<file path="src/include/pin_map.svh">
`ifndef PIN_MAP_SVH
`define PIN_MAP_SVH

// TM1638 module, GPIO_0
`define PIN_TM_STB     27  // JP1 pin 32
`define PIN_TM_CLK     29  // JP1 pin 34
`define PIN_TM_DIO     31  // JP1 pin 36

// INMP441 microphone, GPIO_0
`define PIN_MIC_LR     0   // JP1 pin 1
`define PIN_MIC_GND    1   // Supply return
`define PIN_MIC_WS     2   // JP1 pin 3
`define PIN_MIC_VCC    3   // 3.3 V supply
`define PIN_MIC_SCK    4   // JP1 pin 5
`define PIN_MIC_SD     5   // JP1 pin 6

// I2S DAC, GPIO_0
`define PIN_AUD_LRCLK  11  // JP1 pin 14
`define PIN_AUD_SDATA  13  // JP1 pin 16
`define PIN_AUD_BCLK   15  // JP1 pin 18
`define PIN_AUD_MCLK   17  // JP1 pin 20

`endif

</file>
<file path="src/board_pkg.sv">
`default_nettype none

package board_pkg;

    // ------------------------------
    // Sample and display widths
    // ------------------------------

    localparam int w_mic      = 24;  // INMP441 word
    localparam int w_sound    = 16;  // DAC word
    localparam int w_tm_key   = 8;
    localparam int w_tm_led   = 8;
    localparam int w_tm_digit = 8;

    // ------------------------------
    // TM1638 command bytes
    // ------------------------------

    localparam logic [7:0] tm_cmd_write_auto = 8'h40;  // Data write, auto increment
    localparam logic [7:0] tm_cmd_read_keys  = 8'h42;  // Key scan read
    localparam logic [7:0] tm_cmd_addr0      = 8'hc0;  // Address 0
    localparam logic [7:0] tm_cmd_display_on = 8'h8a;  // Display on, brightness 2

    // Hex nibble to abcdefgh, segment a in bit 7, dot clear
    localparam logic [7:0] seg_hex [16] = '{
        8'hfc, 8'h60, 8'hda, 8'hf2,  // 0 1 2 3
        8'h66, 8'hb6, 8'hbe, 8'he0,  // 4 5 6 7
        8'hfe, 8'hf6, 8'hee, 8'h3e,  // 8 9 A b
        8'h9c, 8'h7a, 8'h9e, 8'h8e   // C d E F
    };

endpackage

`default_nettype wire

</file>
<file path="src/i2s_audio_out.sv">
`timescale 1ns/1ps
`default_nettype none

module i2s_audio_out
#(
    parameter clk_mhz = 50
)
(
    input  wire                             clk,
    input  wire                             rst,
    input  wire  [board_pkg::w_sound - 1:0] data_in,
    output logic                            mclk,
    output logic                            bclk,
    output logic                            lrclk,
    output logic                            sdata
);

    localparam int w_mclk_div = $clog2(clk_mhz) - 4;  // clk / 4
    localparam int w_bclk_div = w_mclk_div + 3;       // clk / 32
    localparam int w_cnt      = w_bclk_div + 5;       // 16 bclk per channel

    logic [w_cnt - 1:0]              cnt;
    logic                            bclk_fall;
    logic                            lr_flip;
    logic [board_pkg::w_sound - 1:0] word;            // Sample for both channels
    logic [board_pkg::w_sound - 1:0] shreg;

    // All clocks from one counter, so edges line up
    assign mclk      = cnt[w_mclk_div - 1];
    assign bclk      = cnt[w_bclk_div - 1];
    assign lrclk     = cnt[w_cnt - 1];
    assign bclk_fall = &cnt[w_bclk_div - 1:0];
    assign lr_flip   = &cnt[w_cnt - 2:0];             // Also a falling bclk

    always_ff @(posedge clk or posedge rst)
    begin
        if (rst)
        begin
            cnt   <= '0;
            word  <= '0;
            shreg <= '0;
            sdata <= 1'b0;
        end
        else
        begin
            cnt <= cnt + 1'b1;
            if (lr_flip && lrclk)
                word <= data_in;                      // lrclk falling, new left word
            if (bclk_fall)
            begin
                sdata <= shreg[board_pkg::w_sound - 1];  // Last LSB on lrclk edge
                if (lr_flip)
                    shreg <= lrclk ? data_in : word;
                else
                    shreg <= shreg << 1;
            end
        end
    end

    a_lrclk_on_bclk_fall: assert property (@(posedge clk) disable iff (rst)
        $changed(lrclk) |-> $fell(bclk))
        else $error("lrclk changed off a falling bclk");

endmodule

`default_nettype wire

</file>
<file path="config.mk">
export PLATFORM = sky130hd
export DESIGN_NAME = i2s_audio_out
export DESIGN_NICKNAME = d
export VERILOG_FILES = /design/src/include/pin_map.svh /design/src/board_pkg.sv /design/src/i2s_audio_out.sv
export SDC_FILE = /design/constraint.sdc
export NUM_CORES = 1
export LEC_CHECK = 0
export BUFFER_PORTS_ARGS = -buffer_cell sky130_fd_sc_hd__buf_2
export CAP_MARGIN = 25
export CORE_UTILIZATION = 35
export CTS_BUF_LIST = sky130_fd_sc_hd__clkbuf_4 sky130_fd_sc_hd__clkbuf_8
export CTS_CLUSTER_DIAMETER = 40
export DETAILED_ROUTE_END_ITERATION = 6
export HOLD_SLACK_MARGIN = 0.08
export REMOVE_ABC_BUFFERS = 1
export SLEW_MARGIN = 25
export SYNTH_ARGS = -nofsm -noshare
export SYNTH_HDL_FRONTEND = slang
export SYNTH_SLANG_ARGS = --single-unit
export TNS_END_PERCENT = 30
</file>
<file path="constraint.sdc">
create_clock -name clk -period 2.5 [get_ports clk]
set_clock_uncertainty 0.15 [all_clocks]
set_input_delay 0.125 -clock clk [delete_from_list [all_inputs] [get_ports clk]]
set_output_delay 0.125 -clock clk [all_outputs]
set_load 0.01 [all_outputs]
</file>
# After elaboration in Yosys (flattened, before gate mapping)
# Index checks and enable logic that the tools add are counted.
dict set report totals {
  regBits 43
  inputBits 18
  output_inout_bits 4
  elab_cells 10
}
dict set report classes {
  addsub 1
  muxes 2
  n_reduce_logical 3
}
# op count
set ops {}
lappend ops {{$mux 16} 2}
lappend ops {{$add 10x1->10 const B} 1}
lappend ops {{$reduce_and 9->1} 1}
lappend ops {{$reduce_and 5->1} 1}
lappend ops {{$logic_and 1x1->1} 1}

# Depth between registers and ports, before layout
# Gate-level depths: netlist (run 1).
dict set report depth {
  depth_word 2
  mapped_depth 8
  mapped_depth_nobuf 6
}

# Worst setup path before layout (run 1)
# Ideal clock, no wire load.
dict set report synth_timing {
  kind {register to register}
  startpoint {register cnt[1]}
  endpoint {register word[2] (netlist bit)}
  setup_ns 0.125
  t_arrival_ns 1.706
  required_time_ns 2.225
  setup_slack_ns 0.519
  path_stages_with_launch 8
  n_path_buf 2
  period_less_slack_ns 1.981
  cell_sequence {dfrtp_1 -> ha_1 -> and4_1 -> ha_1 -> buf_2 -> nand2_4 -> buf_6 -> mux2_2}
}
dict set report synth_via {
  elab_chain_cells 2
}
# item line
set synth_rtl {}
lappend synth_rtl {{from (decl)} i2s_audio_out.sv:22} ;# logic [w_cnt - 1:0] cnt;
lappend synth_rtl {{from (signal assigned)} i2s_audio_out.sv:46} ;# cnt <= cnt + 1'b1;
lappend synth_rtl {{$reduce_and 9->1} i2s_audio_out.sv:33} ;# assign lr_flip = &cnt[w_cnt - 2:0];
lappend synth_rtl {{$logic_and 1x1->1} i2s_audio_out.sv:47} ;# if (lr_flip && lrclk)
lappend synth_rtl {{to (signal assigned)} i2s_audio_out.sv:48} ;# word <= data_in;
lappend synth_rtl {{to (decl)} i2s_audio_out.sv:25} ;# logic [board_pkg::w_sound - 1:0] word;
# Every way passes these cells.
# A chain may end at the register's enable or synchronous reset.

# Worst setup path in the final report (run 1)
dict set report layout_timing {
  startpoint {register cnt[1]}
  endpoint {register shreg[2] (netlist bit)}
}
dict set report layout_via {
  elab_chain_cells 2
  word_cells_on_any_way 3
  cone_classes {mux (1); reduce/logical (2)}
}
# item line
set layout_rtl {}
lappend layout_rtl {{$reduce_and 9->1} i2s_audio_out.sv:33}
lappend layout_rtl {{$mux 16} i2s_audio_out.sv:52} ;# if (lr_flip)
lappend layout_rtl {{to (signal assigned)} i2s_audio_out.sv:53} ;# shreg <= lrclk ? data_in : word;
lappend layout_rtl {{to (signal assigned)} i2s_audio_out.sv:55} ;# shreg <= shreg << 1;
lappend layout_rtl {{to (decl)} i2s_audio_out.sv:26} ;# logic [board_pkg::w_sound - 1:0] shreg;
# Several ways; a longest one is shown, not always the timed one.

==> flow_summary.yaml, run 1 <==
timing:
  slew_violations: 0
  relSlewSlack_pct: 59.54
  layout_worst_path_cycle_share_pct: 80.78
  hold_viol: 0
  fin_setup_tns_ns: 0
  worst_pin_slew_ns: 0.6070
  fmax_mhz: 495.2
  rsz0062_at_grt: "no"
  setup_violations: 0
  finalCriticalPeriod_ns: 2.019
power_and_ir_drop:
  power.density_mw_per_mm2: 526.1
  total_leakage_power_nw: 1.123
  peakVddDrop_mv: 0.3615
clock_network:
  post_cts_resize_count: 0
  cts_tree: "yes"
  path_clk_slew_ns: 0.08
  htreeDepth: 2
  clk_latency_ns: 0.30
  postCtsSetupRepairBufs: 0
  ctsHoldBuffers: 17
  cts-root-buf: "clkbuf_8"
  cts_buffer_depth: 2
  cts_buffers: 5
  clock_sinks: 43
status:
  status: "complete, no violations"
cells_and_area:
  drive_gt1_share_pct: 33.16
  nets: 216
  area_growth_pct: 22.37
  antennaDiodeCount: 0
  fin_util_pct: 44.40
floorplan:
  die_area_mm2: 0.005978
  start_util_pct: 36.28
  die_h_um: 77.32
  coreArea_mm2: 0.005473
  die_w_um: 77.32
  ios: 22
  rows: 27
detailed_routing:
  viasPerCell: 4.743
  routed_wl_um: 3549
  drtIter0Drc: 46
  drc: 0
  drt-wirelength-per-cell_um: 13.24
  ant_nets: 0
  vias: 1271
  firstDrtPassIters: 4
global_routing:
  grt_pass1_wl_um: 6078
  grt-ovfl-total: 0
  grt_max_degree: 44
  grt_pass1_vias: 1296
  grt_usage_pct: 13.43
  antenna_found_initial: 0
setup_path:
  crit_path_start: "cnt[1]"
  criticalPathCategory: "reg -> reg"
  crit_arrival_ns: 2.06
  crit_path_end_kind: "flop"
  timing.rr.start: "cnt[1]"
  startpoint_type: "flop"
  critPathMaxFanout: 19
  required_ns: 2.54
logic_synthesis:
  ys_warn_count: 0
  ys_seq_elements: 43
  synth.distinct_cells: 22
  synth_edf_count: 0
  synth_seq_area_share_pct: 54.19
  synth_top_area_cell: "dfrtp_1"
  syn_avg_cell_area_um2: 12.89
  synth_cells: 154
  async_flop_share_pct: 100.0
  synth_top_flop_cell: "dfrtp_1"
  netlist.area_leader.share_pct: 54.19
  syn-cell-area_mm2: 0.001986
  synth_common_cells: "dfrtp_1, mux2_2, mux2i_1, a21oi_1, nor2_1"
  yosys-top-cells-area: "dfrtp_1, mux2_2, mux2i_1"
  synth_most_common_cell: "dfrtp_1"
placement:
  placement.io_buffers: 21
  dp_hpwl_um: 2334
  globalplace.congestion: 0.7227
min_path:
  hold_class: "reg -> reg"
  hp-start: "cnt[0]"
flow_run:
  cap_violations: 0
==> worst max-delay path, stage by stage, from the launching register on <==
cell and delay [ns]:
dfrtp_1 0.40, ha_1 0.25, and4_1 0.21, ha_1 0.23
buf_4 0.21, nor2_1 0.13, a21oi_1 0.06, mux2_4 0.27
==> final cells by class <==
type                       instances  area, µm²
tap                               72      90.09
clock inverter                     1      7.507
multi-input combinational         99      823.3
clock buffer                       7      96.34
inverter                           3      11.26
sequential                        43       1076
timing repair buffer              43      325.3
fill                             515       3043
==> cells by family (layout without fill, tap and decap cells) <==
logic type / count (synthesis) / after routing / share of synthesized area, %
muxes: 48 / 48 / 26.40
adders and majority gates: 3 / 3 / 1.891
xor gates and xnor gates: 6 / 6 / 2.646
buffers and inverters: 12 / 54 / 4.348
DFF: 43 / 43 / 54.19
and+or+nand+nor: 26 / 26 / 6.428
AOI/OAI and AO/OA: 16 / 16 / 4.096
==> per-layer routing <==
metal  GRT usage, %  part of all wire, %  vias up
met5              0                    0        -
met4          6.226                  1.6        0
met3          3.571                  3.8        6
met2          21.33                   47       26
met1          16.96                   48      617
li1               -                    -      622
==> cells in the final DEF, fill, tap and decap left out, drive strengths merged <==
cell type and instances:
dfrtp 43, mux2 32, buf 26, dlygate4sd3 17, mux2i 16, nor2 15
a21oi 15, clkbuf 7, xnor2 4, and3 3, inv 3, ha 3
nand2 3, and4 2, nand3 2, xor2 2, nand4 1, o22ai 1
clkinvlp 1
==> metrics by stage <==
step	hold slack, ns	cells	cell area [µm²]	power, mW	setup WS (ns)
detailed placement	0.1477	243	2156	0.7812	0.5038
global route	0.3323	268	2430	1.337	0.3815
floorplan	0.1067	145	1911	0.7547	0.09997
CTS	0.3049	268	2430	1.296	0.4793
global placement	0.1329	243	2156	0.7778	0.5628
finish	0.3072	268	2430	1.278	0.4806
==> path summary, 6_finish.rpt <==
check | to | slack, ns | cells after the start
worst min register to register | cnt[0] | 0.31 | 1
worst max-delay path | shreg[2] | 0.48 | 7
worst min-delay path | cnt[0] | 0.31 | 1
min in group asynchronous | cnt[3] | 0.35 | 4
worst max register to register | shreg[2] | 0.48 | 7
max in group asynchronous | shreg[5] | 1.49 | 4
==> registers in the layout, indices dropped and copies added (netlist names) <==
register and count:
word 16, cnt 10, sdata 1, shreg 16
==> where the power goes <==
group          internal, mW  switching (mW)  leakage (nW)
registers             0.708         0.00615         0.544
clock network         0.251           0.242        0.0505
logic                0.0414          0.0295         0.529
Note: power is estimated with default switching activity, not from simulation.
==> run 2, diff against run 1 <==
==> constraint.sdc (replaced) <==
create_clock -name clk -period 2 [get_ports clk]
set_clock_uncertainty 0.15 [all_clocks]
set_input_delay 0.1 -clock clk [delete_from_list [all_inputs] [get_ports clk]]
set_output_delay 0.1 -clock clk [all_outputs]
set_load 0.01 [all_outputs]
==> run 2 against run 1 <==
- non-clock buffer count grew 5
- design area increased by 1.6%
- sequential cell count did not move
- routed wire length shrank 0.87%
- worst hold slack lost 0.0089 ns
- critical path type unchanged
- critical endpoint is now word[6]
- highest routed layer unchanged
==> flow_summary.yaml, run 2 (synthesized netlist as in run 1, its figures left out) <==
status:
  status: "complete, no violations"
global_routing:
  grt_usage_pct: 13.59
  grt_max_degree: 44
  grt_pass1_vias: 1427
  grt_pass1_wl_um: 6341
  grt-ovfl-total: 0
  antenna_found_initial: 0
placement:
  globalplace.congestion: 0.7610
  placement.io_buffers: 21
  dp.cells: 247
  dp_hpwl_um: 2476
clock_network:
  cts_buffer_depth: 2
  htreeDepth: 2
  clock_sinks: 43
  path_clk_slew_ns: 0.07
  cts-root-buf: "clkbuf_8"
  clk_latency_ns: 0.29
  cts_tree: "yes"
  cts_buffers: 5
cells_and_area:
  antennaDiodeCount: 0
  fillers: 530
  nets: 221
  top_regs: "shreg (16), word (16), cnt (10)"
  layout_common_cells: "dfrtp_1, mux2_2, buf_2, dlygate4sd3_1, mux2i_1"
  multiInputGateArea_um2: 825.8
  area_growth_pct: 24.39
  fin_util_pct: 45.13
  drive_gt1_share_pct: 35.00
  finalNonFillerCells: 272
  ff_latch_area_mm2: 0.001076
  layout_commonest_cell: "dfrtp_1"
setup_path:
  criticalPathCategory: "reg -> reg"
  slowest_stage: "dfrtp_1"
  crit_path_end_kind: "flop"
  crit_path_max_incr_delay_ns: 0.40
  crit_chain: "and4_1 -> and4_1 -> ha_2 -> nand2_4 -> mux2_2"
  required_ns: 2.02
  crit_arrival_ns: 1.94
  cp_common_cell: "and4_1"
  startpoint_type: "flop"
  critPathMaxFanout: 16
min_path:
  hold_class: "reg -> reg"
floorplan:
  start_util_pct: 36.28
  die_h_um: 77.32
  ios: 22
  rows: 27
  coreArea_mm2: 0.005473
  die_area_mm2: 0.005978
  die_w_um: 77.32
detailed_routing:
  drtIter0Drc: 49
  viasPerCell: 4.662
  vias: 1268
  routed_wl_um: 3518
  drt-wirelength-per-cell_um: 12.93
  ant_nets: 0
  firstDrtPassIters: 4
  drc: 0
timing:
  setup_violations: 0
  rsz0062_at_grt: "no"
  worst_pin_slew_ns: 0.5267
  layout_worst_path_cycle_share_pct: 95.87
  relSlewSlack_pct: 64.89
  fin_setup_tns_ns: 0
  fmax_mhz: 521.6
  slew_violations: 0
  finalCriticalPeriod_ns: 1.917
  hold_viol: 0
power_and_ir_drop:
  totalPowerFinal_mw: 1.525
  total_leakage_power_nw: 1.145
  power.density_mw_per_mm2: 617.3
  peakVddDrop_mv: 0.3887
flow_run:
  cap_violations: 0
[run 2: changes by cell type in the layout (fill, tap and decap cells not counted), sizes merged]
cell,previous run,this run
clkbuf,7,6
clkinv,0,1
buf,26,31
clkinvlp,1,0
[run 2: repair_timing]
item,CTS,global route
endpoints found under the hold margin,60,0
buffers inserted,0,1
resized for setup,1,1
hold buffers,17,0
endpoints found under the setup margin,3,2
[run 2: stage by stage]
step                      setup slack [ns]  hold WS, ns  cell area (µm²)
after detailed placement         -0.007442       0.1195             2198
after global placement             0.07112       0.1043             2198
final                              0.08264       0.2983             2470
after CTS                          0.05486       0.3040             2459
after floorplan                    -0.4000      0.08169             1911
after global routing               0.02299       0.3280             2470
[run 2: area by class of cell]
type	instances	share of cell area, %
clock inverters	1	0.2026
well taps	72	3.647
clock buffers	6	3.343
multi-input cells	99	33.43
repair buffers	48	15.35
inverters	3	0.4559
flip-flops and latches	43	43.57
[run 2: worst paths after layout]
check                      slack [ns]  depth (start not counted)      end  startpoint
max                              0.08                          5  word[6]      cnt[5]
min                              0.30                          1   cnt[0]      cnt[0]
max reg2reg                      0.08                          5  word[6]      cnt[5]
min reg2reg                      0.30                          1   cnt[0]      cnt[0]
max in group asynchronous        1.00                          4  word[6]         rst
min in group asynchronous        0.33                          4   cnt[0]         rst
[run 2: worst max-delay path: cells and delay by family, from the launching register on]
family	cells	cell delay, ns
adder cells (fa/ha/maj)	1	0.22
flip-flops	1	0.40
multiplexers	1	0.37
AND/OR/NAND/NOR	3	0.66
[run 2: metal layers]
metal / track usage [%] / wire (µm) / vias to the layer above
li1: - / - / 630
met1: 15.77 / 1642 / 606
met2: 23.81 / 1696 / 25
met3: 3.929 / 126 / 7
met4: 4.528 / 52 / 0
met5: 0 / 0 / -
[run 2: where the power goes]
group	internal, mW	switching (mW)	total [mW]
registers	0.885	0.00804	0.893
clock network	0.271	0.271	0.542
logic	0.0519	0.0373	0.0892
