--- config.mk ---
export PLATFORM = sky130hd
export DESIGN_NAME = inmp441_mic_i2s_receiver
export DESIGN_NICKNAME = d
export VERILOG_FILES = /design/src/include/pin_map.svh /design/src/board_pkg.sv /design/src/inmp441_mic_i2s_receiver.sv
export SDC_FILE = /design/constraint.sdc
export NUM_CORES = 1
export LEC_CHECK = 0
export ABC_AREA = 1
export BUFFER_PORTS_ARGS = -buffer_cell sky130_fd_sc_hd__buf_2
export CAP_MARGIN = 20
export CORE_MARGIN = 3
export CORE_UTILIZATION = 45
export DETAILED_ROUTE_END_ITERATION = 8
export SYNTH_ARGS = -nofsm -noshare
export SYNTH_HDL_FRONTEND = slang
export SYNTH_SLANG_ARGS = --single-unit
--- constraint.sdc ---
create_clock -name clk -period 2.61 [get_ports clk]
set_input_delay 0.1305 -clock clk [delete_from_list [all_inputs] [get_ports clk]]
set_output_delay 0.1305 -clock clk [all_outputs]
set_load 0.02 [all_outputs]
--- src/include/pin_map.svh ---
`ifndef PIN_MAP_SVH
`define PIN_MAP_SVH

// TM1638 module, GPIO_0
`define PIN_TM_STB     27  // JP1 pin 32
`define PIN_TM_CLK     29  // JP1 pin 34
`define PIN_TM_DIO     31  // JP1 pin 36

// INMP441 microphone, GPIO_0
`define PIN_MIC_LR     0   // JP1 pin 1
`define PIN_MIC_GND    1   // Supply return
`define PIN_MIC_WS     2   // JP1 pin 3
`define PIN_MIC_VCC    3   // 3.3 V supply
`define PIN_MIC_SCK    4   // JP1 pin 5
`define PIN_MIC_SD     5   // JP1 pin 6

// I2S DAC, GPIO_0
`define PIN_AUD_LRCLK  11  // JP1 pin 14
`define PIN_AUD_SDATA  13  // JP1 pin 16
`define PIN_AUD_BCLK   15  // JP1 pin 18
`define PIN_AUD_MCLK   17  // JP1 pin 20

`endif

--- src/board_pkg.sv ---
`default_nettype none

package board_pkg;

    // ------------------------------
    // Sample and display widths
    // ------------------------------

    localparam int w_mic      = 24;  // INMP441 word
    localparam int w_sound    = 16;  // DAC word
    localparam int w_tm_key   = 8;
    localparam int w_tm_led   = 8;
    localparam int w_tm_digit = 8;

    // ------------------------------
    // TM1638 command bytes
    // ------------------------------

    localparam logic [7:0] tm_cmd_write_auto = 8'h40;  // Data write, auto increment
    localparam logic [7:0] tm_cmd_read_keys  = 8'h42;  // Key scan read
    localparam logic [7:0] tm_cmd_addr0      = 8'hc0;  // Address 0
    localparam logic [7:0] tm_cmd_display_on = 8'h8a;  // Display on, brightness 2

    // Hex nibble to abcdefgh, segment a in bit 7, dot clear
    localparam logic [7:0] seg_hex [16] = '{
        8'hfc, 8'h60, 8'hda, 8'hf2,  // 0 1 2 3
        8'h66, 8'hb6, 8'hbe, 8'he0,  // 4 5 6 7
        8'hfe, 8'hf6, 8'hee, 8'h3e,  // 8 9 A b
        8'h9c, 8'h7a, 8'h9e, 8'h8e   // C d E F
    };

endpackage

`default_nettype wire

--- src/inmp441_mic_i2s_receiver.sv ---
`timescale 1ns/1ps
`default_nettype none

module inmp441_mic_i2s_receiver
#(
    parameter clk_mhz = 50
)
(
    input  wire                           clk,
    input  wire                           rst,
    output logic                          lr,
    output logic                          ws,
    output logic                          sck,
    input  wire                           sd,
    output logic [board_pkg::w_mic - 1:0] value
);

    localparam int w_sck_div = $clog2(clk_mhz) - 1;  // 32 clk per sck at 50 MHz
    localparam int w_cnt     = w_sck_div + 6;        // 32 sck per slot, two slots

    logic [w_cnt - 1:0]            cnt;
    logic [4:0]                    slot_bit;
    logic                          sck_rise;
    logic                          load;
    logic [board_pkg::w_mic - 1:0] shreg;

    assign lr       = 1'b0;                          // Mic answers in left slot
    assign sck      = cnt[w_sck_div - 1];
    assign ws       = cnt[w_cnt - 1];                // Low is left slot
    assign slot_bit = cnt[w_cnt - 2 -: 5];
    assign sck_rise = (cnt[w_sck_div - 1:0] == {1'b0, {(w_sck_div - 1){1'b1}}});

    always_ff @(posedge clk or posedge rst)
    begin
        if (rst)
            cnt <= '0;
        else
            cnt <= cnt + 1'b1;
    end

    // Shifts every bit, holds the sample after bit 24
    always_ff @(posedge clk)
    begin
        if (sck_rise)
            shreg <= {shreg[board_pkg::w_mic - 2:0], sd};
    end

    always_ff @(posedge clk or posedge rst)
    begin
        if (rst)
        begin
            load  <= 1'b0;
            value <= '0;
        end
        else
        begin
            load <= sck_rise && !ws && (slot_bit == 5'(board_pkg::w_mic));  // 25th edge
            if (load)
                value <= shreg;
        end
    end

    a_ws_on_low_sck: assert property (@(posedge clk) disable iff (rst) $changed(ws) |-> !sck)
        else $error("ws changed while sck high");

endmodule

`default_nettype wire

Word level (Yosys, flattened, before mapping)
Index checks and enable logic that the tools add are counted.
Widths: inputs -> output; s select.
{"block": "word_totals", "reg_bits": 60, "input_bits": 3, "out_inout_bits": 27, "wordCells": 10}
{"block": "op_classes", "n_addsub": 1, "eq_ne": 2, "n_reduce_logical": 3}
{"op": "$add 11x1->11 const B", "count": 1}
{"op": "$eq 5x4->1 const B", "count": 1}
{"op": "$eq 5x5->1 const B", "count": 1}
{"op": "$logic_and 1x1->1", "count": 2}
{"op": "$logic_not 1->1", "count": 1}

Logic depth before layout (Yosys ltp)
Gate-level depths: netlist (run 1).
{"block": "logic_depth", "ltp_word": 3, "ltp_mapped": 6, "mapped_depth_nobuf": 6}

Worst setup path after synthesis (run 1)
Ideal clock, no wire load.
{"block": "synth_timing", "path_type": "register -> register", "from": "reg cnt[0]", "to": "reg shreg[0] in the netlist's numbering (enable)", "setup_ns": 0.384, "t_arrival_ns": 1.440, "required_ns": 2.226, "slack_ns": 0.787, "stages_incl_launch_ff": 5, "path_buffers": 0, "synth_period_minus_slack_ns": 1.823, "path_cell_list": "dfrtp_1 > ha_1 > nand2_1 > nor2_1 > ha_1"}
{"block": "synth_via", "elab_chain_cells": 1}
{"element": "start: declaration", "line_no": "inmp441_mic_i2s_receiver.sv:21", "rtl": "logic [w_cnt - 1:0] cnt;"}
{"element": "start signal: assignment", "line_no": "inmp441_mic_i2s_receiver.sv:38", "rtl": "cnt <= cnt + 1'b1;"}
{"element": "$eq 5x4->1", "line_no": "inmp441_mic_i2s_receiver.sv:31", "rtl": "assign sck_rise = (cnt[w_sck_div - 1:0] == {1'b0, {(w_sck_div - 1){1'b1}}});"}
{"element": "end signal: assignment", "line_no": "inmp441_mic_i2s_receiver.sv:45", "rtl": "shreg <= {shreg[board_pkg::w_mic - 2:0], sd};"}
{"element": "end: declaration", "line_no": "inmp441_mic_i2s_receiver.sv:25", "rtl": "logic [board_pkg::w_mic - 1:0] shreg;"}
Every way passes these cells.
A chain may end at the register's enable or synchronous reset.

Worst setup path in the final report (run 1)
{"block": "layout_timing", "from": "reg cnt[0]", "to": "reg shreg[1] in the netlist's numbering (enable)"}
The elaborated chain is that of the path after synthesis.

==> results.yml, run 1 <==
grt:
  grt_start_max_net_pins: 20
  first_global_vias: 1219
  grt_remaining_overflow: 0
  first_pass_grt_wire_length_um: 5844
  gr-usage-all-layers_pct: 13.37
  antenna_found_initial: 0
finish:
  sequential_cell_area_um2: 1622
  fill_cells: 435
  drive_gt1_share_pct: 38.04
  mostFrequentLayoutCells: "36 x dfrtp_1, 28 x buf_2, 24 x edfxtp_1, 20 x mux2_4, 17 x nand2_1"
  syn_to_final_growth_pct: 17.26
  layout.cells.non_filler: 251
  layout_commonest_cell: "dfrtp_1"
  insertedDiodeCount: 0
  finish.net_count: 184
  footprint_of_the_multi_input_gates_um2: 569.3
floorplan:
  io_pins: 30
  placeableCoreArea_um2: 4817
  die_w_um: 77.24
  fp.dieH_um: 77.24
  die-area_um2: 5965
  start_util_pct: 47.40
  placement_rows: 25
yosys:
  synth_compound_area_share_pct: 0
  synth_simple_gate_area_share_pct: 7.014
  yosys.area.top_type_share_pct: 39.45
  synth_xor_xnor_area_share_pct: 1.534
  synth_area_per_cell_um2: 16.55
  yosysTopAreaCell: "dfrtp_1"
  synthesis.instances: 138
  ys_types: 19
  multiplexer_fraction_of_the_synthesized_cell_area_pct: 15.12
  synth_sequential_area_ratio_pct: 71.01
  synth_adder_area_share_pct: 1.096
  netlist_top_cells_area: "dfrtp_1 39%, edfxtp_1 32%, mux2_4 13%"
  synth_area_um2: 2283
  syn_nets: 143
  yosys_register_bits: 60
  yosysWarnings: 0
  synth_top_family_by_area: "multiplexers"
routing:
  detail_route.iter0.violations: 25
  drt-pass1-iter-count: 2
  route.detailed.wl_per_inst_um: 13.80
  num_vias: 1158
  drtAntennaViolNets: 0
  drt-total-wl_um: 3465
  vias_per_cell: 4.614
  drcViolationCount: 0
placement:
  placedCellCount: 233
  place.gp.congestion: 0.7966
  place.port_buffers: 28
  detailed_place_hpwl_um: 2353
min_path:
  hold_path.class: "reg -> reg"
setup_path:
  r2r-end: "shreg[1]$_DFFE_PN_"
  timing.reg2reg.setup_slack_ns: 1.06
  worst_path_required_time_ns: 2.63
  startpoint: "cnt[0]$_DFF_PP0_"
  worstSetupEndpoint: "shreg[1]$_DFFE_PN_"
  critical_register_to_register_path_startpoint: "cnt[0]$_DFF_PP0_"
  endpoint_kind: "register"
  timing.critical_path.arrival_ns: 1.57
  r2r_cells: 5
  critPathKind: "reg -> reg"
  crit_fanout: 14
  critical_path.startpoint_type: "register"
sta:
  timing.fmax_mhz: 645.7
  layout_worst_path_cycle_share_pct: 59.34
  final_hold_vios: 0
  max_slew.worst_pin.slew_ns: 0.7272
  timing.final.max_slew_violations: 0
  layout_min_cycle_time_ns: 1.549
  setup_repair_after_global_routing_missed_its_margin: "false"
  clock_skew_ns: 0.004233
  relSlewSlack_pct: 51.46
  final-setup-viol-count: 0
  fin_setup_tns_ns: 0
cts:
  cts_buffer_depth: 2
  tritoncts.num_buffers: 9
  cts_max_level: 3
  cts_tree: "built"
  worstSkewPairLatency_ns: 0.32
  path_clk_slew_ns: 0.06
  cts.root.buffer_cell: "clkbuf_8"
  clock_sinks: 60
power_and_ir_drop:
  static-leakage-power_nw: 1.258
  max-vdd-ir-drop_uv: 453.3
  power.density_cell_area_nw_per_um2: 656.7
run:
  drv_cap: 0
outcome:
  status: "finished clean"
==> repair_timing <==
action | 4_1_cts | 5_1_grt
hold buffers | 2 | 0
hold endpoints to repair | 19 | 0
setup buffers | 0 | 0
resized for setup | 0 | 0
==> synthesized netlist by cell type <==
| master | instances |
|---|---|
| dfrtp_1 | 36 |
| edfxtp_1 | 24 |
| mux2_4 | 20 |
| nand2_1 | 17 |
| inv_1 | 9 |
| nor2_1 | 7 |
| mux2_2 | 4 |
| xor2_1 | 4 |
| nand3_1 | 3 |
| buf_12 | 2 |
| ha_1 | 2 |
| nand3b_1 | 2 |
| nand4_1 | 2 |
| buf_4 | 1 |
| buf_6 | 1 |
| conb_1 | 1 |
| nand3_2 | 1 |
| nor2_4 | 1 |
| nor4_1 | 1 |
==> cell families after synthesis <==
group	after synthesis
other cells	1
fa+ha+maj	2
simple gates	34
flops	60
xor+xnor	4
mux	24
buf+inv	13
==> registers in the layout (all words and copies together) (netlist names) <==
register  count
load          1
shreg        24
cnt          11
value        24
==> worst max-delay path, stage by stage (launching register included) <==
cell and delay, ns:
dfrtp_1 0.40, ha_1 0.21, nand2_1 0.12, nor2_1 0.12, ha_1 0.17, buf_4 0.22
==> final cells by class <==
type,count,share of cell area (%)
timing repair buffer,34,7.103
clock inverter,3,1.495
tap,67,3.131
clock buffer,13,5.187
sequential,60,60.56
multi-input combinational,65,21.26
inverter,9,1.262
==> through the flow <==
step	util (%)	hold WS, ns	power, mW	worst slack (ns)	instance area, µm²
final	55.58	0.4515	1.758	1.061	2678
after global routing	55.58	0.4707	1.831	0.8983	2678
after CTS	55.58	0.4535	1.793	1.047	2678
after detailed placement	51.45	0.2940	1.010	1.049	2479
after global placement	51.45	0.2739	1.009	1.119	2479
after floorplan	-	0.2294	1.005	0.7867	2283
==> worst min path at each step <==
stage	start	endpoint	slack [ns]	cells past startpoint
2_1_floorplan	sd	shreg[0]$_DFFE_PN_	0.23	0
3_3_place_gp	rst	value[23]$_DFFE_PP0P_	0.27	2
3_5_place_dp	rst	value[23]$_DFFE_PP0P_	0.29	2
4_1_cts	shreg[11]$_DFFE_PN_	shreg[12]$_DFFE_PN_	0.45	0
5_1_grt	shreg[11]$_DFFE_PN_	shreg[12]$_DFFE_PN_	0.47	0
6_report	shreg[11]$_DFFE_PN_	shreg[12]$_DFFE_PN_	0.45	0
==> routing by layer <==
metal  part of all wire (%)  track usage, %  vias up
li1                       -               -      553
met1                     47           17.58      573
met2                     45           18.48       23
met3                    4.2           3.991        9
met4                    3.2           10.14        0
met5                      0               0        -
==> power by group <==
group	leakage, nW	switching, mW	internal (mW)
registers	0.704	0	0.976
clock network	0.0914	0.326	0.439
logic	0.462	0.0128	0.00403
total	1.26	0.339	1.42
No activity file was read; power rests on OpenSTA's default activity.
==> inputs of run 2 (changes only) <==
- clock period: 2.61 -> 1.55 ns (I/O delays scaled with it)
==> results.yml, run 2 (synthesized netlist as in run 1, its figures left out) <==
grt:
  antenna_found_initial: 0
  first_pass_grt_wire_length_um: 6161
  grt_remaining_overflow: 0
  first_global_vias: 1249
  gr-usage-all-layers_pct: 13.75
  grt_start_max_net_pins: 25
power_and_ir_drop:
  static-leakage-power_nw: 1.252
  power_frac_seq_pct: 59.4
  combinationalPowerShare_pct: 1.1
  power.density_cell_area_nw_per_um2: 1021
  switching_power_mw: 0.5404
  p_sw_share_pct: 19.52
  clkPwrFrac_pct: 39.5
  max-vdd-ir-drop_uv: 535.4
  cellInternalPower_mw: 2.228
  fin_total_pwr_mw: 2.768
sta:
  layout_min_cycle_time_ns: 1.440
  final_hold_vios: 0
  timing.final.max_slew_violations: 0
  timing.fmax_mhz: 694.6
  setup_repair_after_global_routing_missed_its_margin: "false"
  fin_setup_tns_ns: 0
  clock_skew_ns: 0.005841
  layout_worst_path_cycle_share_pct: 92.88
  final-setup-viol-count: 0
finish:
  fill_cells: 429
  insertedDiodeCount: 0
  largest_registers: "shreg (24), value (24), cnt (11)"
  layout_commonest_cell: "dfrtp_1"
  drive_gt1_share_pct: 38.38
  finish.net_count: 186
  syn_to_final_growth_pct: 18.79
  mostFrequentLayoutCells: "36 x dfrtp_1, 28 x buf_2, 24 x edfxtp_1, 20 x mux2_4, 17 x nand2_1"
routing:
  route.detailed.wl_per_inst_um: 14.15
  drtAntennaViolNets: 0
  detail_route.iter0.violations: 44
  drcViolationCount: 0
  drt-pass1-iter-count: 4
  num_vias: 1187
  drt-total-wl_um: 3565
  vias_per_cell: 4.710
setup_path:
  r2r_cells: 7
  path_delay_family: "simple AND/OR/NAND/NOR gates"
  crit_fanout: 12
  ordered_cell_list_for_the_critical_path: "ha_1 > nand2_1 > nor2_2 > ha_4 > buf_12 > nand2_1 > nor4_1"
  worst_path_most_repeated_cell: "nand2_1"
  bufs_and_invs_on_worst_path: 1
  worst_path_required_time_ns: 1.77
  timing.reg2reg.setup_slack_ns: 0.11
  critical_path.startpoint_type: "register"
  timing.critical_path.arrival_ns: 1.66
  critPathKind: "reg -> reg"
  critical_register_to_register_path_startpoint: "cnt[0]$_DFF_PP0_"
  cp_slowest_cell: "dfrtp_1"
  endpoint_kind: "register"
  timing.critical_path.slowest_cell_delay_ns: 0.41
  r2r-end: "load$_DFF_PP0_"
cts:
  cts_buffer_depth: 2
  tritoncts.num_buffers: 9
  cts.root.buffer_cell: "clkbuf_8"
  path_clk_slew_ns: 0.06
  worstSkewPairLatency_ns: 0.32
  clock_sinks: 60
  post_cts_buffers: 0
  cts_tree: "built"
  cts_max_level: 3
placement:
  detailed_place_hpwl_um: 2402
  place.gp.congestion: 0.7863
  place.port_buffers: 28
floorplan:
  placeableCoreArea_um2: 4817
  fp.dieH_um: 77.24
  placement_rows: 25
  die-area_um2: 5965
  start_util_pct: 47.40
  die_w_um: 77.24
  io_pins: 30
min_path:
  hold_path.class: "in -> async"
run:
  drv_cap: 0
outcome:
  status: "finished clean"
## run 2: cell types whose count changed in the layout (fill, tap and decap cells not counted), sizes merged
cell    previous run  this run
bufinv             1         0
clkinv             2         0
clkbuf            13        15
buf               32        34
## run 2: final cells by class
| cell class | instances | area [µm²] | area share [%] |
|---|---|---|---|
| flip-flops and latches | 60 | 1622 | 59.78 |
| multi-input cells | 65 | 584.3 | 21.54 |
| repair buffers | 36 | 242.7 | 8.948 |
| clock buffers | 15 | 146.4 | 5.397 |
| well taps | 67 | 83.83 | 3.090 |
| inverters | 9 | 33.78 | 1.245 |
## run 2: what timing repair did
action                                 4_1_cts  5_1_grt
hold buffers                                 2        0
setup endpoints to repair                    0        1
resized for setup                            0        1
endpoints found under the hold margin       37        0
## run 2: routing by layer
metal	track usage, %	share of wire [%]	up-vias
li1	-	-	555
met3	4.108	4.7	8
met4	9.075	2.4	0
met2	20.12	46	27
met1	17.64	47	597
met5	0	0	-
## run 2: power by group through the flow
stage               clock (mW)  combinational, mW  sequential (mW)
floorplan                    0             0.0179             1.67
global placement             0             0.0275             1.67
detailed placement           0             0.0282             1.67
CTS                       1.13             0.0325             1.64
global route              1.21             0.0359             1.64
finish                    1.09             0.0301             1.64
## run 2: worst max-delay path by stage
stage,start,to,slack [ns],cells after the start
finish,cnt[0]$_DFF_PP0_,load$_DFF_PP0_,0.11,7
global route,cnt[0]$_DFF_PP0_,load$_DFF_PP0_,0.008,7
CTS,cnt[0]$_DFF_PP0_,load$_DFF_PP0_,0.05,7
detailed placement,cnt[0]$_DFF_PP0_,load$_DFF_PP0_,0.06,7
global placement,cnt[0]$_DFF_PP0_,load$_DFF_PP0_,0.11,7
floorplan,cnt[0]$_DFF_PP0_,shreg[0]$_DFFE_PN_,0.09,4
## run 2: worst reg2reg max path, cell delays in order, from the launching register on
cell     delay, ns
dfrtp_1       0.41
ha_1          0.20
nand2_1       0.09
nor2_2        0.13
ha_4          0.17
buf_12        0.14
nand2_1       0.06
nor4_1        0.15
## run 2: per-stage QoR
stage	hold slack, ns	util (%)	setup WS (ns)	cell area, µm²	std cells
after global placement	0.1290	52.81	0.1147	2544	235
after detailed placement	0.1388	52.81	0.06182	2544	235
final	0.3438	56.31	0.1104	2713	252
after floorplan	0.1764	-	0.08632	2296	138
after global routing	0.3909	56.31	0.008475	2713	252
after CTS	0.3465	56.26	0.05429	2710	252
