==> src/include/pin_map.svh <==
`ifndef PIN_MAP_SVH
`define PIN_MAP_SVH

// TM1638 module, GPIO_0
`define PIN_TM_STB     27  // JP1 pin 32
`define PIN_TM_CLK     29  // JP1 pin 34
`define PIN_TM_DIO     31  // JP1 pin 36

// INMP441 microphone, GPIO_0
`define PIN_MIC_LR     0   // JP1 pin 1
`define PIN_MIC_GND    1   // Supply return
`define PIN_MIC_WS     2   // JP1 pin 3
`define PIN_MIC_VCC    3   // 3.3 V supply
`define PIN_MIC_SCK    4   // JP1 pin 5
`define PIN_MIC_SD     5   // JP1 pin 6

// I2S DAC, GPIO_0
`define PIN_AUD_LRCLK  11  // JP1 pin 14
`define PIN_AUD_SDATA  13  // JP1 pin 16
`define PIN_AUD_BCLK   15  // JP1 pin 18
`define PIN_AUD_MCLK   17  // JP1 pin 20

`endif

==> src/board_pkg.sv <==
`default_nettype none

package board_pkg;

    // ------------------------------
    // Sample and display widths
    // ------------------------------

    localparam int w_mic      = 24;  // INMP441 word
    localparam int w_sound    = 16;  // DAC word
    localparam int w_tm_key   = 8;
    localparam int w_tm_led   = 8;
    localparam int w_tm_digit = 8;

    // ------------------------------
    // TM1638 command bytes
    // ------------------------------

    localparam logic [7:0] tm_cmd_write_auto = 8'h40;  // Data write, auto increment
    localparam logic [7:0] tm_cmd_read_keys  = 8'h42;  // Key scan read
    localparam logic [7:0] tm_cmd_addr0      = 8'hc0;  // Address 0
    localparam logic [7:0] tm_cmd_display_on = 8'h8a;  // Display on, brightness 2

    // Hex nibble to abcdefgh, segment a in bit 7, dot clear
    localparam logic [7:0] seg_hex [16] = '{
        8'hfc, 8'h60, 8'hda, 8'hf2,  // 0 1 2 3
        8'h66, 8'hb6, 8'hbe, 8'he0,  // 4 5 6 7
        8'hfe, 8'hf6, 8'hee, 8'h3e,  // 8 9 A b
        8'h9c, 8'h7a, 8'h9e, 8'h8e   // C d E F
    };

endpackage

`default_nettype wire

==> src/lab_top.sv <==
`timescale 1ns/1ps
`default_nettype none

module lab_top
#(
    parameter w_key = 8,
              w_sw  = 3,
              w_led = 8
)
(
    input  wire                             clk,
    input  wire                             rst,
    input  wire  [w_key - 1:0]              key,
    input  wire  [w_sw - 1:0]               sw,
    output logic [w_led - 1:0]              led,
    output logic [7:0]                      abcdefgh,
    output logic [7:0]                      digit,
    input  wire  [board_pkg::w_mic - 1:0]   mic,
    output logic [board_pkg::w_sound - 1:0] sound
);

    logic [board_pkg::w_mic - 1:0] mag;
    logic [3:0]                    bar_len;
    logic [w_key - 1:0]            key_q;
    logic [31:0]                   presses;
    logic [10:0]                   scan;     // 256 clk per digit
    logic [2:0]                    scan_idx;

    // ------------------------------
    // Audio and level bar
    // ------------------------------

    assign mag = mic[board_pkg::w_mic - 1] ? -mic : mic;

    always_comb
    begin
        bar_len = '0;
        for (int i = 16; i < board_pkg::w_mic; i++)
            if (mag[i])
                bar_len = 4'(i - 15);  // Highest set bit wins
    end

    always_ff @(posedge clk or posedge rst)
    begin
        if (rst)
        begin
            sound <= '0;
            led   <= '0;
        end
        else
        begin
            sound <= $signed(mic[board_pkg::w_mic - 1 -: board_pkg::w_sound]) >>> sw;
            for (int i = 0; i < w_led; i++)
                led[i] <= (bar_len > i);     // Thermometer
        end
    end

    // ------------------------------
    // Key counter and digit scan
    // ------------------------------

    always_ff @(posedge clk or posedge rst)
    begin
        if (rst)
        begin
            key_q   <= '0;
            presses <= '0;
            scan    <= '0;
        end
        else
        begin
            key_q <= key;
            if (|(key & ~key_q))
                presses <= presses + 1'b1;  // Any rising key
            scan <= scan + 1'b1;
        end
    end

    assign scan_idx = scan[10:8];
    assign digit    = 8'b1 << scan_idx;
    assign abcdefgh = board_pkg::seg_hex[presses[{scan_idx, 2'b00} +: 4]];  // Digit 0 low nibble

endmodule

`default_nettype wire

==> config.mk <==
export PLATFORM = sky130hd
export DESIGN_NAME = lab_top
export DESIGN_NICKNAME = d
export VERILOG_FILES = /design/src/include/pin_map.svh /design/src/board_pkg.sv /design/src/lab_top.sv
export SDC_FILE = /design/constraint.sdc
export NUM_CORES = 1
export LEC_CHECK = 0
export BUFFER_PORTS_ARGS = -buffer_cell sky130_fd_sc_hd__buf_2
export CORE_ASPECT_RATIO = 2
export CORE_MARGIN = 2
export CORE_UTILIZATION = 51
export DETAILED_ROUTE_END_ITERATION = 12
export PLACE_DENSITY_LB_ADDON = 0.2
export SLEW_MARGIN = 20
export SYNTH_ARGS = -nofsm -noshare
export SYNTH_HDL_FRONTEND = slang
export SYNTH_SLANG_ARGS = --single-unit
==> constraint.sdc <==
create_clock -name clk -period 2.3 [get_ports clk]
set_clock_uncertainty 0.05 [all_clocks]
set_input_delay 0.115 -clock clk [delete_from_list [all_inputs] [get_ports clk]]
set_output_delay 0.115 -clock clk [all_outputs]
set_load 0.02 [all_outputs]
# After elaboration in Yosys (flattened, before gate mapping)
# Memories as Yosys holds them, arrays and structs flattened.
# Index checks and enable logic that the tools add are counted.
# op_classes
n_mux	11
shifts	3
n_lt_le_gt_ge	9
n_reduce_logical	1
addsub	3
bitwise_logic	3
# ops
operator	count
adder 32 x 1 -> 32 bit, second input constant	1
indexed part select 32 x 6 -> 4 bit	1
2-to-1 mux 4 bit	7
2-to-1 mux 24 bit	1
negation 24 bit	1
greater-than comparator 4 x 3 -> 1 bit, second input constant	4
2-to-1 mux 8 bit	2
>>> shifter 16 x 3 -> 16 bit	1
adder 11 x 1 -> 11 bit, second input constant	1
AND 8 bit	1
greater-than comparator 4 x 1 -> 1 bit, second input constant	2
greater-than comparator 4 x 2 -> 1 bit, second input constant	2
NOT 8 bit	1
OR reduction 8 bit	1
<< shifter 1 x 3 -> 8 bit, first input constant	1
>= comparator 5 bit, second input constant	1
NOT 4 -> 5 bit	1
2-to-1 mux 1 bit	1
# totals
in_bits	37
register_bits	75
output_inout_bits	40
wordCells	36
romBits	128
n_memories	1
# memory_table
memory	words	width	rd	rd_ports_with_merged_regs	wr	line	text
(name not given)	16	8	1	0	0	lab_top.sv:81	assign abcdefgh = board_pkg::seg_hex[presses[{scan_idx, 2'b00} +: 4]];

# Depth between registers and ports, before layout
# Gate-level depths: netlist (run 1).
# depth
depth_word	11
depth_mapped	9
ltp_nobuf	7

# Worst setup path after synthesis (run 1)
# Ideal clock, no wire load.
# synth_timing
path_kind	register to output
start	reg scan[9]
end	out abcdefgh[4]
t_arrival_ps	2462
setup_slack_ps	-327
path_stages_with_launch	9
required_time_ps	2135
n_path_buf	2
cell_sequence	dfrtp_1 -> clkbuf_1 -> clkbuf_1 -> mux4_1 -> mux2i_1 -> inv_1 -> ha_1 -> mux4_2 -> inv_1
# synth_via
elab_chain_len	5
# synth_rtl
element	line	text
start, declared	lab_top.sv:26	logic [10:0] scan;
start signal, assigned	lab_top.sv:75	scan <= scan + 1'b1;
indexed part select 32 x 6 -> 4 bit	lab_top.sv:81	
NOT 4 -> 5 bit (implied by the code)	lab_top.sv:81	
memory read (16 x 8 bit)	n/a	
2-to-1 mux 8 bit (implied by the code) (2 in series)	lab_top.sv:81	
end, declared	lab_top.sv:16	output logic [7:0] abcdefgh,
# No other way between the ends. The select of a mux whose other input is x is not followed.

# Worst setup path after layout (run 1)
# layout_timing
start	reg scan[8]
end	out abcdefgh[1]
# Same word-level chain as after synthesis.

==> summary.log, run 1 <==
[sta] number of failing setup endpoints in the final timing report 7
[setup_path] Critical R2R Launch presses[8]
[yosys] most common flop cell mapped by yosys sky130_fd_sc_hd__dfrtp_1
[yosys] Post-Syn Instances 394
[setup_path] endpoint arrival time on the critical path 2.54 ns
[clock_tree] sink count of the clock tree 75
[global_route] final global-route overflow total 0
[sta] final number of hold-violating endpoints 0
[placement] pre-CTS worst setup slack -0.0848 ns
[global_route] global routing usage summed across all routing layers 0.250
[yosys] number of synthesized flops with an enable pin 0
[yosys] Yosys top cell area share 0.447
[sta] setup repair after global routing missed its margin true
[sta] final worst path period share 1.18
[sta] minimum clock period 2.70 ns
[floorplan] number of top-level pins 77
[cells_and_area] fraction of layout instances using a drive strength above 1 0.353
[drt] number of design rule violations left after detail routing 0
[yosys] synthesized area per cell 10.6 um^2
[drt] post-route ant nets 0
[setup_path] Req. time, crit path 2.13 ns
[clock_tree] CTS tree built
[setup_path] capture point of the worst reg-to-reg path presses[25]
[worst_hold_path] Hold Path Cell Cnt 1
[pwr] Final Total Pwr 0.00520 W
[pwr] P_leak 2.41 nW
[cells_and_area] number of antenna diodes 0
[clock_tree] Longest Clk Path Bufs 2
[yosys] fraction of registers with async set or reset after synthesis 1.00
[setup_path] cell count of the worst reg-to-reg path 7
[setup_path] type of the worst setup path flop to primary output
[drt] number of vias after detailed routing 3447
[clock_tree] cell at the root of the clock tree sky130_fd_sc_hd__clkbuf_16
[yosys] total nets after synthesis 440
[yosys] synthesized flop and latch total 75
[sta] Rel. slew slack 0.605
[yosys] distinct cell type count of the synthesized netlist 55
[drt] Total Wirelength 10.4 mm
[setup_path] worst setup path startpoint scan[8]
[setup_path] worst setup path endpoint abcdefgh[1]
[yosys] most frequent cells after synthesis sky130_fd_sc_hd__dfrtp_1, sky130_fd_sc_hd__xnor2_1, sky130_fd_sc_hd__nand2_1, sky130_fd_sc_hd__nand3_1, sky130_fd_sc_hd__nor2_1
[setup_path] slack of the worst reg-to-reg path 0.32 ns
[global_route] antenna violations before repair 0
[floorplan] die area 0.00901 mm^2
[placement] global placement routability congestion 0.848
[cells_and_area] number of nets in the layout 551
[placement] HPWL Detailed 7.32 mm
[yosys] total of warnings raised by yosys 0
[floorplan] starting density of the core 0.528
[floorplan] die width 68.1 um
[clock_tree] CTS clock-pin slew for the worst setup and hold paths 0.06 ns
[yosys] sequential area share after synthesis 0.447
[setup_path] sort of element at the start of the critical path flop
[pwr] power per cell area 955 mW/mm^2
[yosys] Yosys top cell by area sky130_fd_sc_hd__dfrtp_1
[setup_path] Worst Path Max Fanout 6
[global_route] largest net degree at the start of global routing 76
[drt] average wire per cell in the routed design 17.2 um
[global_route] first-pass GRT wire length 16.8 mm
[status] failing checks setup timing
[placement] PortBufs 75
[sta] maximum clock frequency 370 MHz
[sta] transition time of the tightest slew-check pin 0.593 ns
[clock_tree] clock insertion delay at the later pin of the skew report 0.33 ns
[run] number of maximum-capacitance constraint violations 0
[yosys] main area contributors after synthesis sky130_fd_sc_hd__dfrtp_1, sky130_fd_sc_hd__xnor2_1, sky130_fd_sc_hd__mux2i_1
[global_route] via count of the first global-routing pass 3479
[floorplan] die span in y 132 um
[sta] Final Worst Setup Slack -0.405 ns
[setup_path] CP Capture Type primary output
[drt] number of violations reported at the end of detailed-routing iteration 0 192
[pwr] worst-case vdd ir drop 470 uV
[yosys] post-synthesis instance area 0.00419 mm^2
[clock_tree] CTS buffer count 9
[floorplan] Cell Rows 46
[clock_tree] CTS H-Tree Depth 3
[worst_hold_path] Hold Path Class input pin to flop
[cells_and_area] number of filler cells placed in the layout 600
[status] status finished with violations
[drt] number of vias per cell 5.69
[cells_and_area] synthesis-to-finish area growth 29.8%
[sta] final slew viol count 0
[drt] detailed-router iteration count before antenna repair 4
[floorplan] placeable core region 0.00794 mm^2
[worst_hold_path] hold path start mic[23]
[yosys] cell with the most instances after synthesis sky130_fd_sc_hd__dfrtp_1
layer usage:
metal	vias up	wire, um	global-route usage
met1	1702	3650	0.254
met4	0	404	0.128
met5	-	0	0
li1	1621	-	-
met3	26	283	0.0538
met2	98	6100	0.451
logic make-up after synthesis:
kind of cell               Yosys count  synth area share
and+or+nand+nor                    137             0.172
DFF                                 75             0.447
AOI/OAI and AO/OA                   54             0.102
xor gates and xnor gates            41            0.0856
buffers and inverters               39            0.0388
muxes                               38             0.126
adders and majority gates            9            0.0269
other                                1          0.000894
where the power goes:
part           switching [W]  internal [W]
Sequential          0.000137       0.00148
Combinational        0.00114       0.00103
Clock               0.000541      0.000867
metrics by stage:
| step | area, um^2 | hold WS, ns | TNS, ns | util | cells |
|---|---|---|---|---|---|
| after floorplan | 4220 | 0.0964 | 0 | - | 394 |
| after global placement | 4860 | 0.171 | -0.0630 | 0.612 | 575 |
| after detailed placement | 4860 | 0.184 | -0.204 | 0.612 | 575 |
| after CTS | 5330 | 0.0129 | -1.91 | 0.672 | 603 |
| after global routing | 5440 | 0.0241 | -2.92 | 0.685 | 606 |
| final | 5440 | 0.0304 | -2.27 | 0.685 | 606 |
cell type report:
class | count | area, um^2 | share of cell area
repair buffers | 122 | 820 | 0.151
clock inverters | 6 | 65.1 | 0.0120
flip-flops and latches | 75 | 1880 | 0.345
inverters | 17 | 63.8 | 0.0117
well taps | 96 | 120 | 0.0221
multi-input cells | 280 | 2260 | 0.415
clock buffers | 10 | 239 | 0.0439
worst min path at each step:
stage	end	slack (ns)
4_1_cts	sound[15]	0.01
2_1_floorplan	key_q[0]	0.1
3_3_place_gp	sound[1]	0.17
6_report	sound[15]	0.03
3_5_place_dp	scan[2]	0.18
5_1_grt	sound[15]	0.02
what timing repair did:
| item | in CTS | in global routing |
|---|---|---|
| setup endpoints to repair | 7 | 7 |
| pin swaps | 2 | 5 |
| hold endpoints to repair | 83 | 0 |
| resized for setup | 15 | 22 |
| hold buffers | 9 | 0 |
| buffers inserted | 3 | 3 |
critical path, stage by stage (launching register included):
cell                      delay (ns)
sky130_fd_sc_hd__dfrtp_2        0.45
sky130_fd_sc_hd__mux4_2         0.55
sky130_fd_sc_hd__mux2i_4        0.24
sky130_fd_sc_hd__inv_2          0.11
sky130_fd_sc_hd__ha_4           0.18
sky130_fd_sc_hd__buf_6          0.13
sky130_fd_sc_hd__mux2i_1        0.19
sky130_fd_sc_hd__nor2_1         0.07
sky130_fd_sc_hd__a21oi_1        0.13
sky130_fd_sc_hd__buf_4          0.16
cell usage in the layout (no fill, tap or decap), types with 4 or more instances in the layout:
master | synthesis | final
sky130_fd_sc_hd__a2111oi_4 | 4 | 4
sky130_fd_sc_hd__a21oi_1 | 14 | 12
sky130_fd_sc_hd__and3_1 | 9 | 9
sky130_fd_sc_hd__and4_1 | 4 | 4
sky130_fd_sc_hd__buf_2 | 1 | 68
sky130_fd_sc_hd__buf_4 | 2 | 36
sky130_fd_sc_hd__buf_6 | 1 | 7
sky130_fd_sc_hd__clkbuf_16 | 0 | 9
sky130_fd_sc_hd__clkinvlp_4 | 0 | 4
sky130_fd_sc_hd__dfrtp_1 | 75 | 74
sky130_fd_sc_hd__dlygate4sd3_1 | 0 | 9
sky130_fd_sc_hd__ha_1 | 9 | 5
sky130_fd_sc_hd__ha_4 | 0 | 4
sky130_fd_sc_hd__inv_1 | 16 | 10
sky130_fd_sc_hd__inv_2 | 0 | 6
sky130_fd_sc_hd__mux2_2 | 9 | 9
sky130_fd_sc_hd__mux2i_1 | 19 | 17
sky130_fd_sc_hd__mux4_2 | 4 | 8
sky130_fd_sc_hd__nand2_1 | 33 | 32
sky130_fd_sc_hd__nand3_1 | 21 | 21
sky130_fd_sc_hd__nand4_1 | 12 | 12
sky130_fd_sc_hd__nor2_1 | 20 | 19
sky130_fd_sc_hd__nor2b_1 | 7 | 7
sky130_fd_sc_hd__nor3b_1 | 5 | 5
sky130_fd_sc_hd__nor4_1 | 4 | 4
sky130_fd_sc_hd__o21ai_0 | 16 | 15
sky130_fd_sc_hd__or3_1 | 7 | 7
sky130_fd_sc_hd__xnor2_1 | 34 | 34
sky130_fd_sc_hd__xor2_1 | 7 | 7
state kept, by name, summed over array words and instances, names as in the netlist:
| name | cells |
|---|---|
| key_q | 8 |
| led | 8 |
| presses | 32 |
| scan | 11 |
| sound | 16 |
Note: power is estimated with default switching activity, not from simulation.
==> run 2: changes to the inputs <==
==> constraint.sdc (replaced) <==
create_clock -name clk -period 2.28 [get_ports clk]
set_clock_uncertainty 0.05 [all_clocks]
set_input_delay 0.114 -clock clk [delete_from_list [all_inputs] [get_ports clk]]
set_output_delay 0.114 -clock clk [all_outputs]
set_load 0.02 [all_outputs]
==> summary.log, run 2 (synthesized netlist as in run 1, its figures left out) <==
[floorplan] die area 0.00901 mm^2 [unchanged]
[setup_path] endpoint arrival time on the critical path 2.48 ns [was 2.54 ns]
[pwr] power per cell area 938 mW/mm^2 [was 955 mW/mm^2]
[run] number of maximum-capacitance constraint violations 0 [unchanged]
[worst_hold_path] Hold Path Cell Cnt 1 [unchanged]
[cells_and_area] number of nets in the layout 551 [unchanged]
[floorplan] number of top-level pins 77 [unchanged]
[global_route] largest net degree at the start of global routing 42 [was 76]
[worst_hold_path] Endpoint, Worst Hold sound[15] [unchanged]
[clock_tree] CTS clock-pin slew for the worst setup and hold paths 0.06 ns [about the same]
[floorplan] placeable core region 0.00794 mm^2 [unchanged]
[sta] number of failing setup endpoints in the final timing report 7 [unchanged]
[drt] number of vias after detailed routing 3471 [was 3447]
[global_route] final global-route overflow total 0 [unchanged]
[status] status finished with violations [unchanged]
[floorplan] Cell Rows 46 [unchanged]
[global_route] antenna violations before repair 0 [unchanged]
[sta] maximum clock frequency 378 MHz
[cells_and_area] number of flip-flops in the largest register 32 [unchanged]
[setup_path] slack of the worst reg-to-reg path 0.34 ns [was 0.32 ns]
[cells_and_area] largest registers ranked by flip-flop count presses x32, sound x16, scan x11 [unchanged]
[sta] final worst path period share 1.16
[floorplan] die width 68.1 um [unchanged]
[global_route] via count of the first global-routing pass 3522 [was 3479]
[sta] final slew viol count 0 [unchanged]
[clock_tree] CTS buffer count 9 [unchanged]
[sta] setup repair after global routing missed its margin true [unchanged]
[placement] PortBufs 75 [unchanged]
[setup_path] CP Capture Type primary output [unchanged]
[global_route] GR Util met3 0.0401 [was 0.0538]
[cells_and_area] Core Util, Final 0.680 [was 0.685]
[global_route] most used routing layer met2 [unchanged]
[setup_path] capture point of the worst reg-to-reg path presses[25] [unchanged]
[floorplan] die span in y 132 um [unchanged]
[clock_tree] sink count of the clock tree 75 [unchanged]
[global_route] first-pass GRT wire length 16.5 mm [was 16.8 mm]
[pwr] fraction of power spent switching nets 0.347 [was 0.350]
[clock_tree] clock insertion delay at the later pin of the skew report 0.33 ns [about the same]
[cells_and_area] fraction of layout instances using a drive strength above 1 0.347 [was 0.353]
[drt] detailed-router iteration count before antenna repair 4 [unchanged]
[cells_and_area] Reg with most FFs presses [unchanged]
[setup_path] Worst Path Max Fanout 6 [unchanged]
[status] failing checks setup timing [unchanged]
[pwr] P_leak 2.39 nW [was 2.41 nW]
[sta] final number of hold-violating endpoints 0 [unchanged]
[cells_and_area] synthesis-to-finish area growth 28.7% [was 29.8%]
[sta] minimum clock period 2.65 ns
[cells_and_area] highest-count cells in the layout ignoring fill and taps sky130_fd_sc_hd__dfrtp_1, sky130_fd_sc_hd__buf_2, sky130_fd_sc_hd__buf_4 [unchanged]
[setup_path] cell count of the worst reg-to-reg path 7 [unchanged]
[global_route] global routing usage on met1 0.239 [was 0.254]
[pwr] part of the total power dissipated in sequential elements 0.324 [was 0.312]
[clock_tree] CTS tree built [unchanged]
[cells_and_area] number of antenna diodes 0 [unchanged]
[drt] number of violations reported at the end of detailed-routing iteration 0 159 [was 192]
[setup_path] type of the worst setup path flop to primary output [unchanged]
[sta] total negative slack -2.25 ns [was -2.27 ns]
[pwr] Clock Power Share 0.273 [was 0.271]
[setup_path] Critical R2R Launch presses[8] [unchanged]
[worst_hold_path] Hold Path Class input pin to flop [unchanged]
[pwr] NetSw 0.00176 W [was 0.00182 W]
[setup_path] sort of element at the start of the critical path flop [unchanged]
[clock_tree] CTS H-Tree Depth 3 [unchanged]
[setup_path] Req. time, crit path 2.12 ns [was 2.13 ns]
[placement] global placement routability congestion 0.874 [was 0.848]
[pwr] Final Total Pwr 0.00506 W [was 0.00520 W]
[drt] number of vias per cell 5.73 [was 5.69]
[worst_hold_path] hold path start mic[23] [unchanged]
[drt] post-route ant nets 0 [unchanged]
[floorplan] starting density of the core 0.528 [unchanged]
[global_route] global routing usage on met2 0.444 [was 0.451]
[pwr] combinational group share of total power 0.403 [was 0.417]
[clock_tree] cell at the root of the clock tree sky130_fd_sc_hd__clkbuf_16 [unchanged]
[drt] Total Wirelength 10.3 mm [was 10.4 mm]
[cells_and_area] commonest non-fill, non-tap cell in the layout sky130_fd_sc_hd__dfrtp_1 [unchanged]
[clock_tree] Longest Clk Path Bufs 2 [unchanged]
[sta] Rel. slew slack 0.607 [was 0.605]
[placement] HPWL Detailed 7.49 mm [was 7.32 mm]
[global_route] global routing usage summed across all routing layers 0.243 [was 0.250]
[drt] number of design rule violations left after detail routing 0 [unchanged]
[sta] smallest hold slack 0.0321 ns [was 0.0304 ns]
[sta] Final Worst Setup Slack -0.369 ns [was -0.405 ns]
[pwr] worst-case vdd ir drop 475 uV [was 470 uV]
[pwr] internal power summed over all cells 0.00331 W [was 0.00338 W]
[drt] average wire per cell in the routed design 17.0 um [was 17.2 um]
[sta] transition time of the tightest slew-check pin 0.589 ns [was 0.593 ns]
==> run 2: critical path, cell delays in order (launching register included) <==
cell	delay [ns]
sky130_fd_sc_hd__dfrtp_2	0.45
sky130_fd_sc_hd__mux4_2	0.55
sky130_fd_sc_hd__mux2i_4	0.18
sky130_fd_sc_hd__buf_4	0.14
sky130_fd_sc_hd__ha_1	0.15
sky130_fd_sc_hd__inv_1	0.05
sky130_fd_sc_hd__mux4_2	0.46
sky130_fd_sc_hd__inv_2	0.07
sky130_fd_sc_hd__buf_6	0.11
==> run 2: what timing repair did <==
item / CTS / global route
pin swaps: 4 / 4
hold buffers: 9 / 0
endpoints found under the setup margin: 7 / 7
buffers inserted: 5 / 0
endpoints found under the hold margin: 32 / 0
gates resized for setup: 13 / 21
==> run 2: metal layers <==
| layer | vias to the layer above | share of wire |
|---|---|---|
| met3 | 36 | 0.031 |
| met1 | 1720 | 0.35 |
| met5 | - | 0 |
| met2 | 95 | 0.57 |
| met4 | 0 | 0.053 |
| li1 | 1620 | - |
==> run 2: power groups by stage <==
stage / Sequential [W] / Clock, W / Combinational [W]
after floorplan: 0.00170 / 0 / 0.00102
after global placement: 0.00165 / 0 / 0.00160
after global routing: 0.00165 / 0.00147 / 0.00221
final: 0.00164 / 0.00138 / 0.00204
after detailed placement: 0.00166 / 0 / 0.00165
after CTS: 0.00163 / 0.00140 / 0.00182
==> run 2: through the flow <==
stage / instance area, um^2 / setup WS (ns) / std cells
after global placement: 4880 / -0.0848 / 577
after floorplan: 4220 / 0.0146 / 394
after CTS: 5340 / -0.353 / 607
final: 5400 / -0.369 / 606
after global routing: 5400 / -0.466 / 606
after detailed placement: 4880 / -0.152 / 577
==> run 2: worst max path at each step <==
stage | start | to | slack [ns] | depth (start not counted)
2_1_floorplan | scan[9] | abcdefgh[4] | 0.01 | 8
3_3_place_gp | scan[8] | abcdefgh[4] | -0.08 | 7
3_5_place_dp | scan[8] | abcdefgh[4] | -0.15 | 7
4_1_cts | scan[8] | abcdefgh[4] | -0.35 | 7
5_1_grt | scan[8] | abcdefgh[4] | -0.47 | 8
6_report | scan[8] | abcdefgh[4] | -0.37 | 8
==> run 2: area by class of cell <==
type / count / area (um^2)
Clock buffer: 10 / 229
Clock inverter: 6 / 66.3
Inverter: 17 / 63.8
Tap cell: 96 / 120
Timing Repair Buffer: 122 / 803
Multi-Input combinational cell: 280 / 2240
Sequential cell: 75 / 1880
Fill cell: 622 / 2540
